[config.mk]
export PLATFORM = sky130hd
export DESIGN_NAME = ts_sprite_top
export DESIGN_NICKNAME = d
export VERILOG_FILES = /design/src/rtl/ts_sprite_pkg.sv /design/src/rtl/ts_apb_pkg.sv /design/src/rtl/ts_apb_regs.sv /design/src/rtl/ts_sprite_file.sv /design/src/rtl/ts_sprite_scan.sv /design/src/rtl/ts_sprite_top.sv
export VERILOG_INCLUDE_DIRS = /design/src /design/src/rtl
export SDC_FILE = /design/constraint.sdc
export NUM_CORES = 2
export LEC_CHECK = 0
export ABC_AREA = 0
export BUFFER_PORTS_ARGS = -buffer_cell sky130_fd_sc_hd__buf_2
export CAP_MARGIN = 40
export CORE_UTILIZATION = 57
export DETAILED_ROUTE_END_ITERATION = 10
export HOLD_SLACK_MARGIN = 0.12
export MAX_ROUTING_LAYER = met4
export PLACE_DENSITY = 0.73
export SYNTH_ARGS = -nofsm -noshare
export SYNTH_HDL_FRONTEND = slang
export SYNTH_HIERARCHICAL = 1
export SYNTH_SLANG_ARGS = --single-unit
[constraint.sdc]
create_clock -name clk -period 4.2 [get_ports clk]
set_clock_uncertainty 0.1 [all_clocks]
set_input_delay 0 -clock clk [delete_from_list [all_inputs] [get_ports clk]]
set_output_delay 0 -clock clk [all_outputs]
set_load 0.02 [all_outputs]
[src/rtl/ts_consts.svh]
`ifndef TS_CONSTS_SVH
`define TS_CONSTS_SVH

// sprite file geometry
`define TS_SFILE_DEPTH 256
`define TS_SFILE_AW 8
`define TS_DATA_W 16

// apb byte offsets
`define TS_REG_CTRL 12'h000
`define TS_REG_SGPAGE 12'h004
// sprite file window, one 16-bit entry per 32-bit word
`define TS_SFILE_BASE 12'h400

// three sprite layers, each closed by a leap sprite
`define TS_NUM_LAYERS 3

`endif

[src/rtl/ts_sprite_pkg.sv]
`default_nettype none

package ts_sprite_pkg;

	// scanner states, one sprite walked per pass R0_RD..ISSUE
	typedef enum logic [2:0]
	{
		IDLE,
		R0_RD,
		R0_EVAL,
		R1_RD,
		R1_LATCH,
		R2_RD,
		ISSUE,
		DONE
	} scan_state_t;

	// video line or bitmap line, 512 lines
	typedef logic [8:0] ts_line_t;

	// layer number 0..2
	typedef logic [1:0] spr_layer_t;

	// renderer task fields
	typedef logic [8:0] spr_x_t;
	// x size in 8 pixel steps
	typedef logic [2:0] spr_size_t;
	// graphics word within the line
	typedef logic [5:0] spr_addr_t;
	typedef logic [3:0] spr_pal_t;
	typedef logic [7:0] spr_page_t;
	// line offset inside a sprite, up to 64 lines
	typedef logic [5:0] spr_ofs_t;

endpackage

`default_nettype wire

[src/rtl/ts_apb_pkg.sv]
`default_nettype none

package ts_apb_pkg;

	// apb data bus
	typedef logic [31:0] apb_data_t;

	// decoded register target
	typedef enum logic [1:0]
	{
		REG_CTRL,
		REG_SGPAGE,
		REG_SFILE,
		REG_NONE
	} apb_reg_t;

endpackage

`default_nettype wire

[src/rtl/ts_apb_regs.sv]
`timescale 1ns/100ps
`default_nettype none
`include "ts_consts.svh"

module ts_apb_regs (
	input wire clk,
	input wire arst_n,
	input wire psel,
	input wire penable,
	input wire pwrite,
	input wire logic [11:0] paddr,
	input wire ts_apb_pkg::apb_data_t pwdata,
	output ts_apb_pkg::apb_data_t prdata,
	output logic pready,
	output logic pslverr,
	output logic s_en,
	output logic [7:0] sgpage,
	output logic sfile_we,
	output logic [`TS_SFILE_AW-1:0] sfile_waddr,
	output logic [`TS_DATA_W-1:0] sfile_wdata
);
	import ts_apb_pkg::*;

	// low address bits covered by the file window
	localparam logic [11:0] SFILE_MASK = 12'(`TS_SFILE_DEPTH * 4 - 1);

	apb_reg_t reg_sel;
	logic wr_acc;
	logic rd_acc;

	// address decode
	always_comb
	begin
		if (paddr == `TS_REG_CTRL)
			reg_sel = REG_CTRL;
		else if (paddr == `TS_REG_SGPAGE)
			reg_sel = REG_SGPAGE;
		else if ((paddr & ~SFILE_MASK) == `TS_SFILE_BASE)
			reg_sel = REG_SFILE;
		else
			reg_sel = REG_NONE;
	end

	// access phase, no wait states
	assign wr_acc = psel && penable && pwrite;
	assign rd_acc = psel && penable && !pwrite;
	assign pready = 1'b1;

	// config registers and file write strobe
	always_ff @(posedge clk or negedge arst_n)
	begin
		if (!arst_n)
		begin
			s_en <= 1'b0;
			sgpage <= '0;
			sfile_we <= 1'b0;
		end
		else
		begin
			if (wr_acc && reg_sel == REG_CTRL)
				s_en <= pwdata[0];
			if (wr_acc && reg_sel == REG_SGPAGE)
				sgpage <= pwdata[7:0];
			// one pulse per access phase
			sfile_we <= wr_acc && reg_sel == REG_SFILE;
		end
	end

	// word index and low half of the bus
	always_ff @(posedge clk)
	begin
		sfile_waddr <= paddr[`TS_SFILE_AW+1:2];
		sfile_wdata <= pwdata[`TS_DATA_W-1:0];
	end

	// readback, file window is write only
	always_comb
	begin
		prdata = '0;
		pslverr = 1'b0;
		case (reg_sel)
			REG_CTRL: prdata[0] = s_en;
			REG_SGPAGE: prdata[7:0] = sgpage;
			REG_SFILE: pslverr = rd_acc;
			default: prdata = '0;
		endcase
	end

	// apb access phase is one cycle, so a file write never stretches
	a_we_pulse: assert property (@(posedge clk) disable iff (!arst_n)
		sfile_we |=> !sfile_we);

endmodule

`default_nettype wire

[src/rtl/ts_sprite_file.sv]
`timescale 1ns/100ps
`default_nettype none
`include "ts_consts.svh"

module ts_sprite_file (
	input wire clk,
	input wire we,
	input wire logic [`TS_SFILE_AW-1:0] waddr,
	input wire logic [`TS_SFILE_AW-1:0] raddr,
	input wire logic [`TS_DATA_W-1:0] wdata,
	output logic [`TS_DATA_W-1:0] rdata
);

	// three words per sprite, entry 255 spare
	logic [`TS_DATA_W-1:0] mem [`TS_SFILE_DEPTH];

	// cpu side write port
	always_ff @(posedge clk)
	begin
		if (we)
			mem[waddr] <= wdata;
	end

	// scanner side, data one cycle after the address
	// same-address write returns the old word
	always_ff @(posedge clk)
	begin
		rdata <= mem[raddr];
	end

endmodule

`default_nettype wire

[src/rtl/ts_sprite_scan.sv]
`timescale 1ns/100ps
`default_nettype none
`include "ts_consts.svh"

module ts_sprite_scan (
	input wire clk,
	input wire arst_n,
	input wire start,
	input wire ts_sprite_pkg::ts_line_t line,
	input wire s_en,
	input wire ts_sprite_pkg::spr_page_t sgpage,
	output logic [`TS_SFILE_AW-1:0] sfile_raddr,
	input wire logic [`TS_DATA_W-1:0] sfile_rdata,
	input wire tsr_rdy,
	output logic tsr_go,
	output ts_sprite_pkg::spr_x_t tsr_x,
	output ts_sprite_pkg::spr_size_t tsr_xs,
	output logic tsr_xf,
	output ts_sprite_pkg::ts_line_t tsr_line,
	output ts_sprite_pkg::spr_addr_t tsr_addr,
	output ts_sprite_pkg::spr_pal_t tsr_pal,
	output ts_sprite_pkg::spr_page_t tsr_page,
	output ts_sprite_pkg::spr_layer_t tsr_layer,
	output logic scan_busy,
	output logic scan_done
);
	import ts_sprite_pkg::*;

	// base of the last full sprite, 252
	localparam int LAST_BASE = (`TS_SFILE_DEPTH / 3 - 1) * 3;
	localparam int LAST_LAYER = `TS_NUM_LAYERS - 1;

	scan_state_t state;
	scan_state_t state_nxt;
	logic [`TS_SFILE_AW-1:0] base;
	spr_layer_t layer;
	spr_ofs_t ofs_r;
	logic leap_r;

	// R0 fields
	ts_line_t r0_ycrd;
	spr_size_t r0_ysz;
	logic r0_act;
	logic r0_leap;
	logic r0_yflp;
	// R2 fields
	logic [11:0] r2_tnum;

	ts_line_t spr_line;
	spr_ofs_t ymax;
	spr_ofs_t bm_ofs;
	logic spr_hit;
	logic last_spr;
	logic last_layer;
	logic spr_next;
	logic leap_step;

	assign r0_ycrd = sfile_rdata[8:0];
	assign r0_ysz = sfile_rdata[11:9];
	assign r0_act = sfile_rdata[13];
	assign r0_leap = sfile_rdata[14];
	assign r0_yflp = sfile_rdata[15];
	assign r2_tnum = sfile_rdata[11:0];

	// sprite y geometry, line wraps at 512
	assign spr_line = line - r0_ycrd;
	assign ymax = {r0_ysz, 3'b111};
	assign spr_hit = r0_act && (spr_line <= {3'b000, ymax});
	// bitmap row inside the sprite
	assign bm_ofs = r0_yflp ? (ymax - spr_line[5:0]) : spr_line[5:0];

	assign last_spr = int'(base) == LAST_BASE;
	assign last_layer = layer == spr_layer_t'(LAST_LAYER);

	// next state
	always_comb
	begin
		state_nxt = state;
		case (state)
			IDLE, DONE:
			begin
				if (start)
					state_nxt = s_en ? R0_RD : DONE;
				else
					state_nxt = IDLE;
			end
			R0_RD: state_nxt = R0_EVAL;
			R0_EVAL:
			begin
				if (spr_hit)
					state_nxt = R1_RD;
				else if (last_spr || (r0_leap && last_layer))
					state_nxt = DONE;
				else
					state_nxt = R0_RD;
			end
			R1_RD: state_nxt = R1_LATCH;
			R1_LATCH: state_nxt = R2_RD;
			R2_RD: state_nxt = ISSUE;
			ISSUE:
			begin
				// hold here until the renderer takes the task
				if (tsr_rdy)
					state_nxt = (last_spr || (leap_r && last_layer)) ? DONE : R0_RD;
			end
			default: state_nxt = IDLE;
		endcase
	end

	// step to the next sprite after skip or issue
	assign spr_next = state_nxt == R0_RD && (state == R0_EVAL || state == ISSUE);
	// leap on a skipped sprite counts now, on a drawn one after its task
	assign leap_step = (state == R0_EVAL && !spr_hit && r0_leap) || (tsr_go && leap_r);

	always_ff @(posedge clk or negedge arst_n)
	begin
		if (!arst_n)
		begin
			state <= IDLE;
			base <= '0;
			layer <= '0;
		end
		else
		begin
			state <= state_nxt;
			if (start && !scan_busy)
			begin
				base <= '0;
				layer <= '0;
			end
			else
			begin
				if (spr_next)
					base <= base + 2'd3;
				if (leap_step)
					layer <= layer + 1'b1;
			end
		end
	end

	// per sprite payload
	always_ff @(posedge clk)
	begin
		if (state == R0_EVAL)
		begin
			ofs_r <= bm_ofs;
			leap_r <= r0_leap;
		end
		// R1 word
		if (state == R1_LATCH)
		begin
			tsr_x <= sfile_rdata[8:0];
			tsr_xs <= sfile_rdata[11:9];
			tsr_xf <= sfile_rdata[15];
		end
	end

	// R2 stays addressed through ISSUE so rdata holds while stalled
	always_comb
	begin
		case (state)
			R1_RD, R1_LATCH: sfile_raddr = base + 1'b1;
			R2_RD, ISSUE: sfile_raddr = base + 2'd2;
			default: sfile_raddr = base;
		endcase
	end

	// renderer task
	assign tsr_go = state == ISSUE && tsr_rdy;
	assign tsr_line = {r2_tnum[11:6], 3'b000} + ts_line_t'(ofs_r);
	assign tsr_addr = r2_tnum[5:0];
	assign tsr_pal = sfile_rdata[15:12];
	assign tsr_page = sgpage;
	assign tsr_layer = layer;

	assign scan_busy = state != IDLE && state != DONE;
	assign scan_done = state == DONE;

	// no task once the last layer has closed
	a_go_layer: assert property (@(posedge clk) disable iff (!arst_n)
		tsr_go |-> int'(tsr_layer) <= LAST_LAYER);

	// reads never run past the last sprite word
	a_raddr_range: assert property (@(posedge clk) disable iff (!arst_n)
		scan_busy |-> int'(sfile_raddr) <= LAST_BASE + 2);

endmodule

`default_nettype wire

[src/rtl/ts_sprite_top.sv]
`timescale 1ns/100ps
`default_nettype none
`include "ts_consts.svh"

module ts_sprite_top (
	input wire clk,
	input wire arst_n,
	// cpu bus
	input wire psel,
	input wire penable,
	input wire pwrite,
	input wire logic [11:0] paddr,
	input wire ts_apb_pkg::apb_data_t pwdata,
	output wire ts_apb_pkg::apb_data_t prdata,
	output wire pready,
	output wire pslverr,
	// video timing
	input wire start,
	input wire ts_sprite_pkg::ts_line_t line,
	// renderer
	output wire tsr_go,
	output wire ts_sprite_pkg::spr_x_t tsr_x,
	output wire ts_sprite_pkg::spr_size_t tsr_xs,
	output wire tsr_xf,
	output wire ts_sprite_pkg::ts_line_t tsr_line,
	output wire ts_sprite_pkg::spr_addr_t tsr_addr,
	output wire ts_sprite_pkg::spr_page_t tsr_page,
	output wire ts_sprite_pkg::spr_pal_t tsr_pal,
	output wire ts_sprite_pkg::spr_layer_t tsr_layer,
	input wire tsr_rdy,
	output wire scan_busy,
	output wire scan_done
);

	// config into the scanner
	wire s_en;
	wire [7:0] sgpage;
	// sprite file ports
	wire sfile_we;
	wire [`TS_SFILE_AW-1:0] sfile_waddr;
	wire [`TS_DATA_W-1:0] sfile_wdata;
	wire [`TS_SFILE_AW-1:0] sfile_raddr;
	wire [`TS_DATA_W-1:0] sfile_rdata;

	ts_apb_regs u_regs (
		.clk(clk),
		.arst_n(arst_n),
		.psel(psel),
		.penable(penable),
		.pwrite(pwrite),
		.paddr(paddr),
		.pwdata(pwdata),
		.prdata(prdata),
		.pready(pready),
		.pslverr(pslverr),
		.s_en(s_en),
		.sgpage(sgpage),
		.sfile_we(sfile_we),
		.sfile_waddr(sfile_waddr),
		.sfile_wdata(sfile_wdata)
	);

	ts_sprite_file u_sfile (
		.clk(clk),
		.we(sfile_we),
		.waddr(sfile_waddr),
		.raddr(sfile_raddr),
		.wdata(sfile_wdata),
		.rdata(sfile_rdata)
	);

	ts_sprite_scan u_scan (
		.clk(clk),
		.arst_n(arst_n),
		.start(start),
		.line(line),
		.s_en(s_en),
		.sgpage(sgpage),
		.sfile_raddr(sfile_raddr),
		.sfile_rdata(sfile_rdata),
		.tsr_rdy(tsr_rdy),
		.tsr_go(tsr_go),
		.tsr_x(tsr_x),
		.tsr_xs(tsr_xs),
		.tsr_xf(tsr_xf),
		.tsr_line(tsr_line),
		.tsr_addr(tsr_addr),
		.tsr_pal(tsr_pal),
		.tsr_page(tsr_page),
		.tsr_layer(tsr_layer),
		.scan_busy(scan_busy),
		.scan_done(scan_done)
	);

endmodule

`default_nettype wire

==> summary.md <==
| Metric | Value |
|---|---|
| Worst-path maximum fanout | 28 |
| CTS H-Tree Depth | 5 |
| First-pass GRT wire length | just over 600000 µm |
| Period utilisation layout | 0.991 |
| WL met2 | around 200000 µm |
| DP Wirelength | approximately 260000 µm |
| PnR worst setup slack | approximately 37 ps |
| Hold Path Class | in -> out |
| Synth top area share | 0.761 |
| Commonest non-fill, non-tap cells in the layout | edfxtp_1 (4116), mux4_2 (797), buf_4 (765) |
| Setup WS pre-CTS | -426 ps |
| Status | finished clean |
| Max Fclk | 240 MHz |
| Sequential share of the synthesized area | 0.769 |
| DR WL met3 | between 50000 and 60000 µm |
| Critical Path Start Type | flip-flop |
| Most common cell after layout, fill and taps aside | edfxtp_1 |
| Wire length per cell | 33.6 µm |
| Layout cell share with drive strength beyond 1 | 0.292 |
| Buffers & Inverters on Critical Path | 5 |
| Top post-synthesis cells by area | edfxtp_1 (76%), mux4_2 (11%), mux2i_1 (3.5%) |
| GRT overflow | 0 |
| Die ar. | about 0.29 mm² |
| Max Cap Viol | 0 |
| Clk_lat worst skew | 920 ps |
| Number of placement rows | slightly below 200 |
| Starting Density | 0.575 |
| Largest net degree at the start of global routing | between 150 and 200 |
| Synth Flop Type | edfxtp_1 |
| Minimum clock period | 4160 ps |
| EDFF count, synth | between 4000 and 5000 |
| # DRC | 0 |
| Max_slew headroom | 0.167 |
| Highest Signal Layer | met4 |
| CTS sink count | approximately 4200 |
| Min-Delay Endpoint | pslverr |
| Die width | ~540 µm |
| Slowest-stage cell, CP | o32ai_4 |
| Setup TNS | 0 ps |
| Slowest stage delay, CP | between 400 and 500 ps |
| Mapped cell area | 0.163 mm² |
| Worst flop-to-flop path endpoint | u_sfile/rdata[11] |
| Longest Clk Path Bufs | 4 |
| Async set-or-reset flop fraction in the synthesized netlist | 0.00550 |
| Placed Cells | about 12000 |
| GRT Total Usage | 0.307 |
| CTS tree | yes |
| Synthesized area per cell | 21.0 µm² |
| I/O pin total | around 140 |
| Critical path class | reg -> reg |
| Fillers | roughly 17000 |
| CP delay by family, top | compound AO/OA/AOI/OAI gates |
| CTS buffer count | roughly 410 |
| WHS | 191 ps |
| Worst-Margin Slew | 1250 ps |
| P_leak | roughly 60 nW |
| Finished Layout Cells | 12900 |
| Endpoints failing setup | 0 |
| Vias in the first global route | ~84000 |
| PwrDens | ~800 mW/mm² |
| NumNets Final | roughly 8800 |
| Worst vdd ir | about 0.00066 V |
| Met1 Wirelength | roughly 160000 µm |
| Gate Count Post-Synth | roughly 7700 |
| #FFs+latches synth | roughly 4200 |
| Initial antenna violation count | 15 |
| CP cell instances | buf_4 -> xor2_1 -> a21oi_1 -> nor2_1 -> a311oi_4 -> buf_6 -> buf_12 -> buf_12 -> buf_4 -> mux4_2 -> mux2_2 -> a22oi_1 -> nand2_1 -> o32ai_4 -> nor4_1 |
| Ys Warns | 6 |
| Yosys cell types | 77 |
| CP Launch Point | u_scan/state[1] |
| Worst R2R Start | u_scan/state[1] |
| Number of DRC markers in iteration 0 | between 10000 and 15000 |
| Req. time, crit path | roughly 4800 ps |
| IO buf count | 97 |
| Final Routed Wirelength | between 400000 and 500000 µm |
| Placer congestion estimate | between 0.9 and 1 |
| Number of hold violations in the final report | 0 |
| DRT Pass-1 Iters | 8 |
| Leading area contributor after synthesis | edfxtp_1 |
| Area of the multi-input gates | around 0.035 mm² |
| Placed instance area | around 0.17 mm² |
| Reg area | approximately 0.13 mm² |
| WHS Path Cells | 3 |
| Placeable Area | 0.283 mm² |
| Vias per cell | ~6.7 |
| Final ANT Viol Nets | 0 |
| CP endpoint kind | flip-flop |
| Reg2reg path depth | 15 |
| Final instance area | between 0.15 and 0.2 mm² |
| Total number of vias | ~86000 |
| CTS clk-pin slew, worst paths | around 60 ps |
| Pins over their slew limit | 0 |
| Layout area overhead | 15.8% |
| Worst Path Arrival | around 4800 ps |
| CTS root buf | clkbuf_16 |
| Die H | 536 µm |
| FF-to-FF setup slack | 40 ps |
| Hold path startpoint | pwrite |
## worst max path at each step
stage | end | slack (ps) | depth (start not counted)
after floorplan | u_sfile/rdata[4] | 250 | 13
after global placement | u_sfile/rdata[3] | -380 | 15
after detailed placement | u_sfile/rdata[13] | -430 | 14
after CTS | u_sfile/rdata[11] | 9 | 17
after global routing | u_sfile/rdata[11] | -10 | 15
final | u_sfile/rdata[11] | 40 | 15
## cells by family (layout without fill, tap and decap cells)
kind of cell,count (synthesis),after routing,synth area share
other,2,38,0.0000462
muxes,1470,1470,0.153
AOI/OAI and AO/OA,845,845,0.0370
adders and majority gates,23,23,0.00191
and+or+nand+nor,658,658,0.0186
xor gates and xnor gates,20,20,0.00108
DFF,4179,4179,0.769
buffers and inverters,539,1874,0.0197
## flip-flops by register name, indices dropped and copies added (netlist names)
signal / flops
u_sfile/mem: 4096
u_scan/leap_r: 1
u_sfile/rdata: 16
u_scan/base: 8
u_scan/tsr_xf: 1
u_scan/tsr_xs: 3
u_scan/tsr_x: 9
u_regs/sfile_wdata: 16
u_regs/sgpage: 8
u_regs/sfile_waddr: 8
u_scan/tsr_layer: 2
u_regs/s_en: 1
u_scan/state: 3
u_scan/ofs_r: 6
u_regs/sfile_we: 1
## cell usage after synthesis (41+ instances only)
cell	count
a21oi_1	189
a22oi_1	45
buf_2	76
buf_4	72
buf_6	79
clkbuf_1	237
edfxtp_1	4116
mux2_2	98
mux2i_1	575
mux4_2	797
nand2_1	67
nand3_1	41
nor2_1	324
nor3_1	101
o21ai_0	53
o221ai_1	252
o22ai_1	148
## metrics by stage
step	power, mW	util
after detailed placement	113	0.613
after global placement	112	0.612
final	151	0.665
after floorplan	90.8	-
after CTS	150	0.663
after global routing	156	0.665
## report_power, final
| group | internal, mW | switching [mW] |
|---|---|---|
| Clock | 20.6 | 15.3 |
| Sequential | 46.1 | 0.526 |
| Combinational | 32.3 | 36.6 |
## timing repair
item,4_1_cts,5_1_grt
buffers inserted,4,36
hold buffers,81,0
endpoints found under the setup margin,12,18
resized for setup,18,52
cloned,1,9
endpoints found under the hold margin,76,0
pin swaps,2,6
## worst reg2reg max path, delay by kind of cell, from the launching register on
kind,cells,cell delay [ps]
AO/OA/AOI/OAI,4,1180
XOR/XNOR,1,170
buffers and inverters,5,1050
flip-flops,1,390
multiplexers,2,600
AND/OR/NAND/NOR,3,550
## metal layers
| metal | GRT usage | vias to the layer above |
|---|---|---|
| li1 | - | 34600 |
| met1 | 0.413 | 44600 |
| met2 | 0.457 | 5697 |
| met3 | 0.0764 | 911 |
| met4 | 0.118 | 0 |
| met5 | - | - |
## layout make-up
class                           instances  share of cell area
Sequential cell                      4179               0.665
Clock buffer                          495              0.0570
Multi-Input combinational cell       3041               0.186
Tap cell                             3743              0.0249
Inverter                               30            0.000692
Timing Repair Buffer                 1103              0.0549
Clock inverter                        246              0.0121
Antenna cell                           13            0.000173
(Power assumes the default switching activity.)
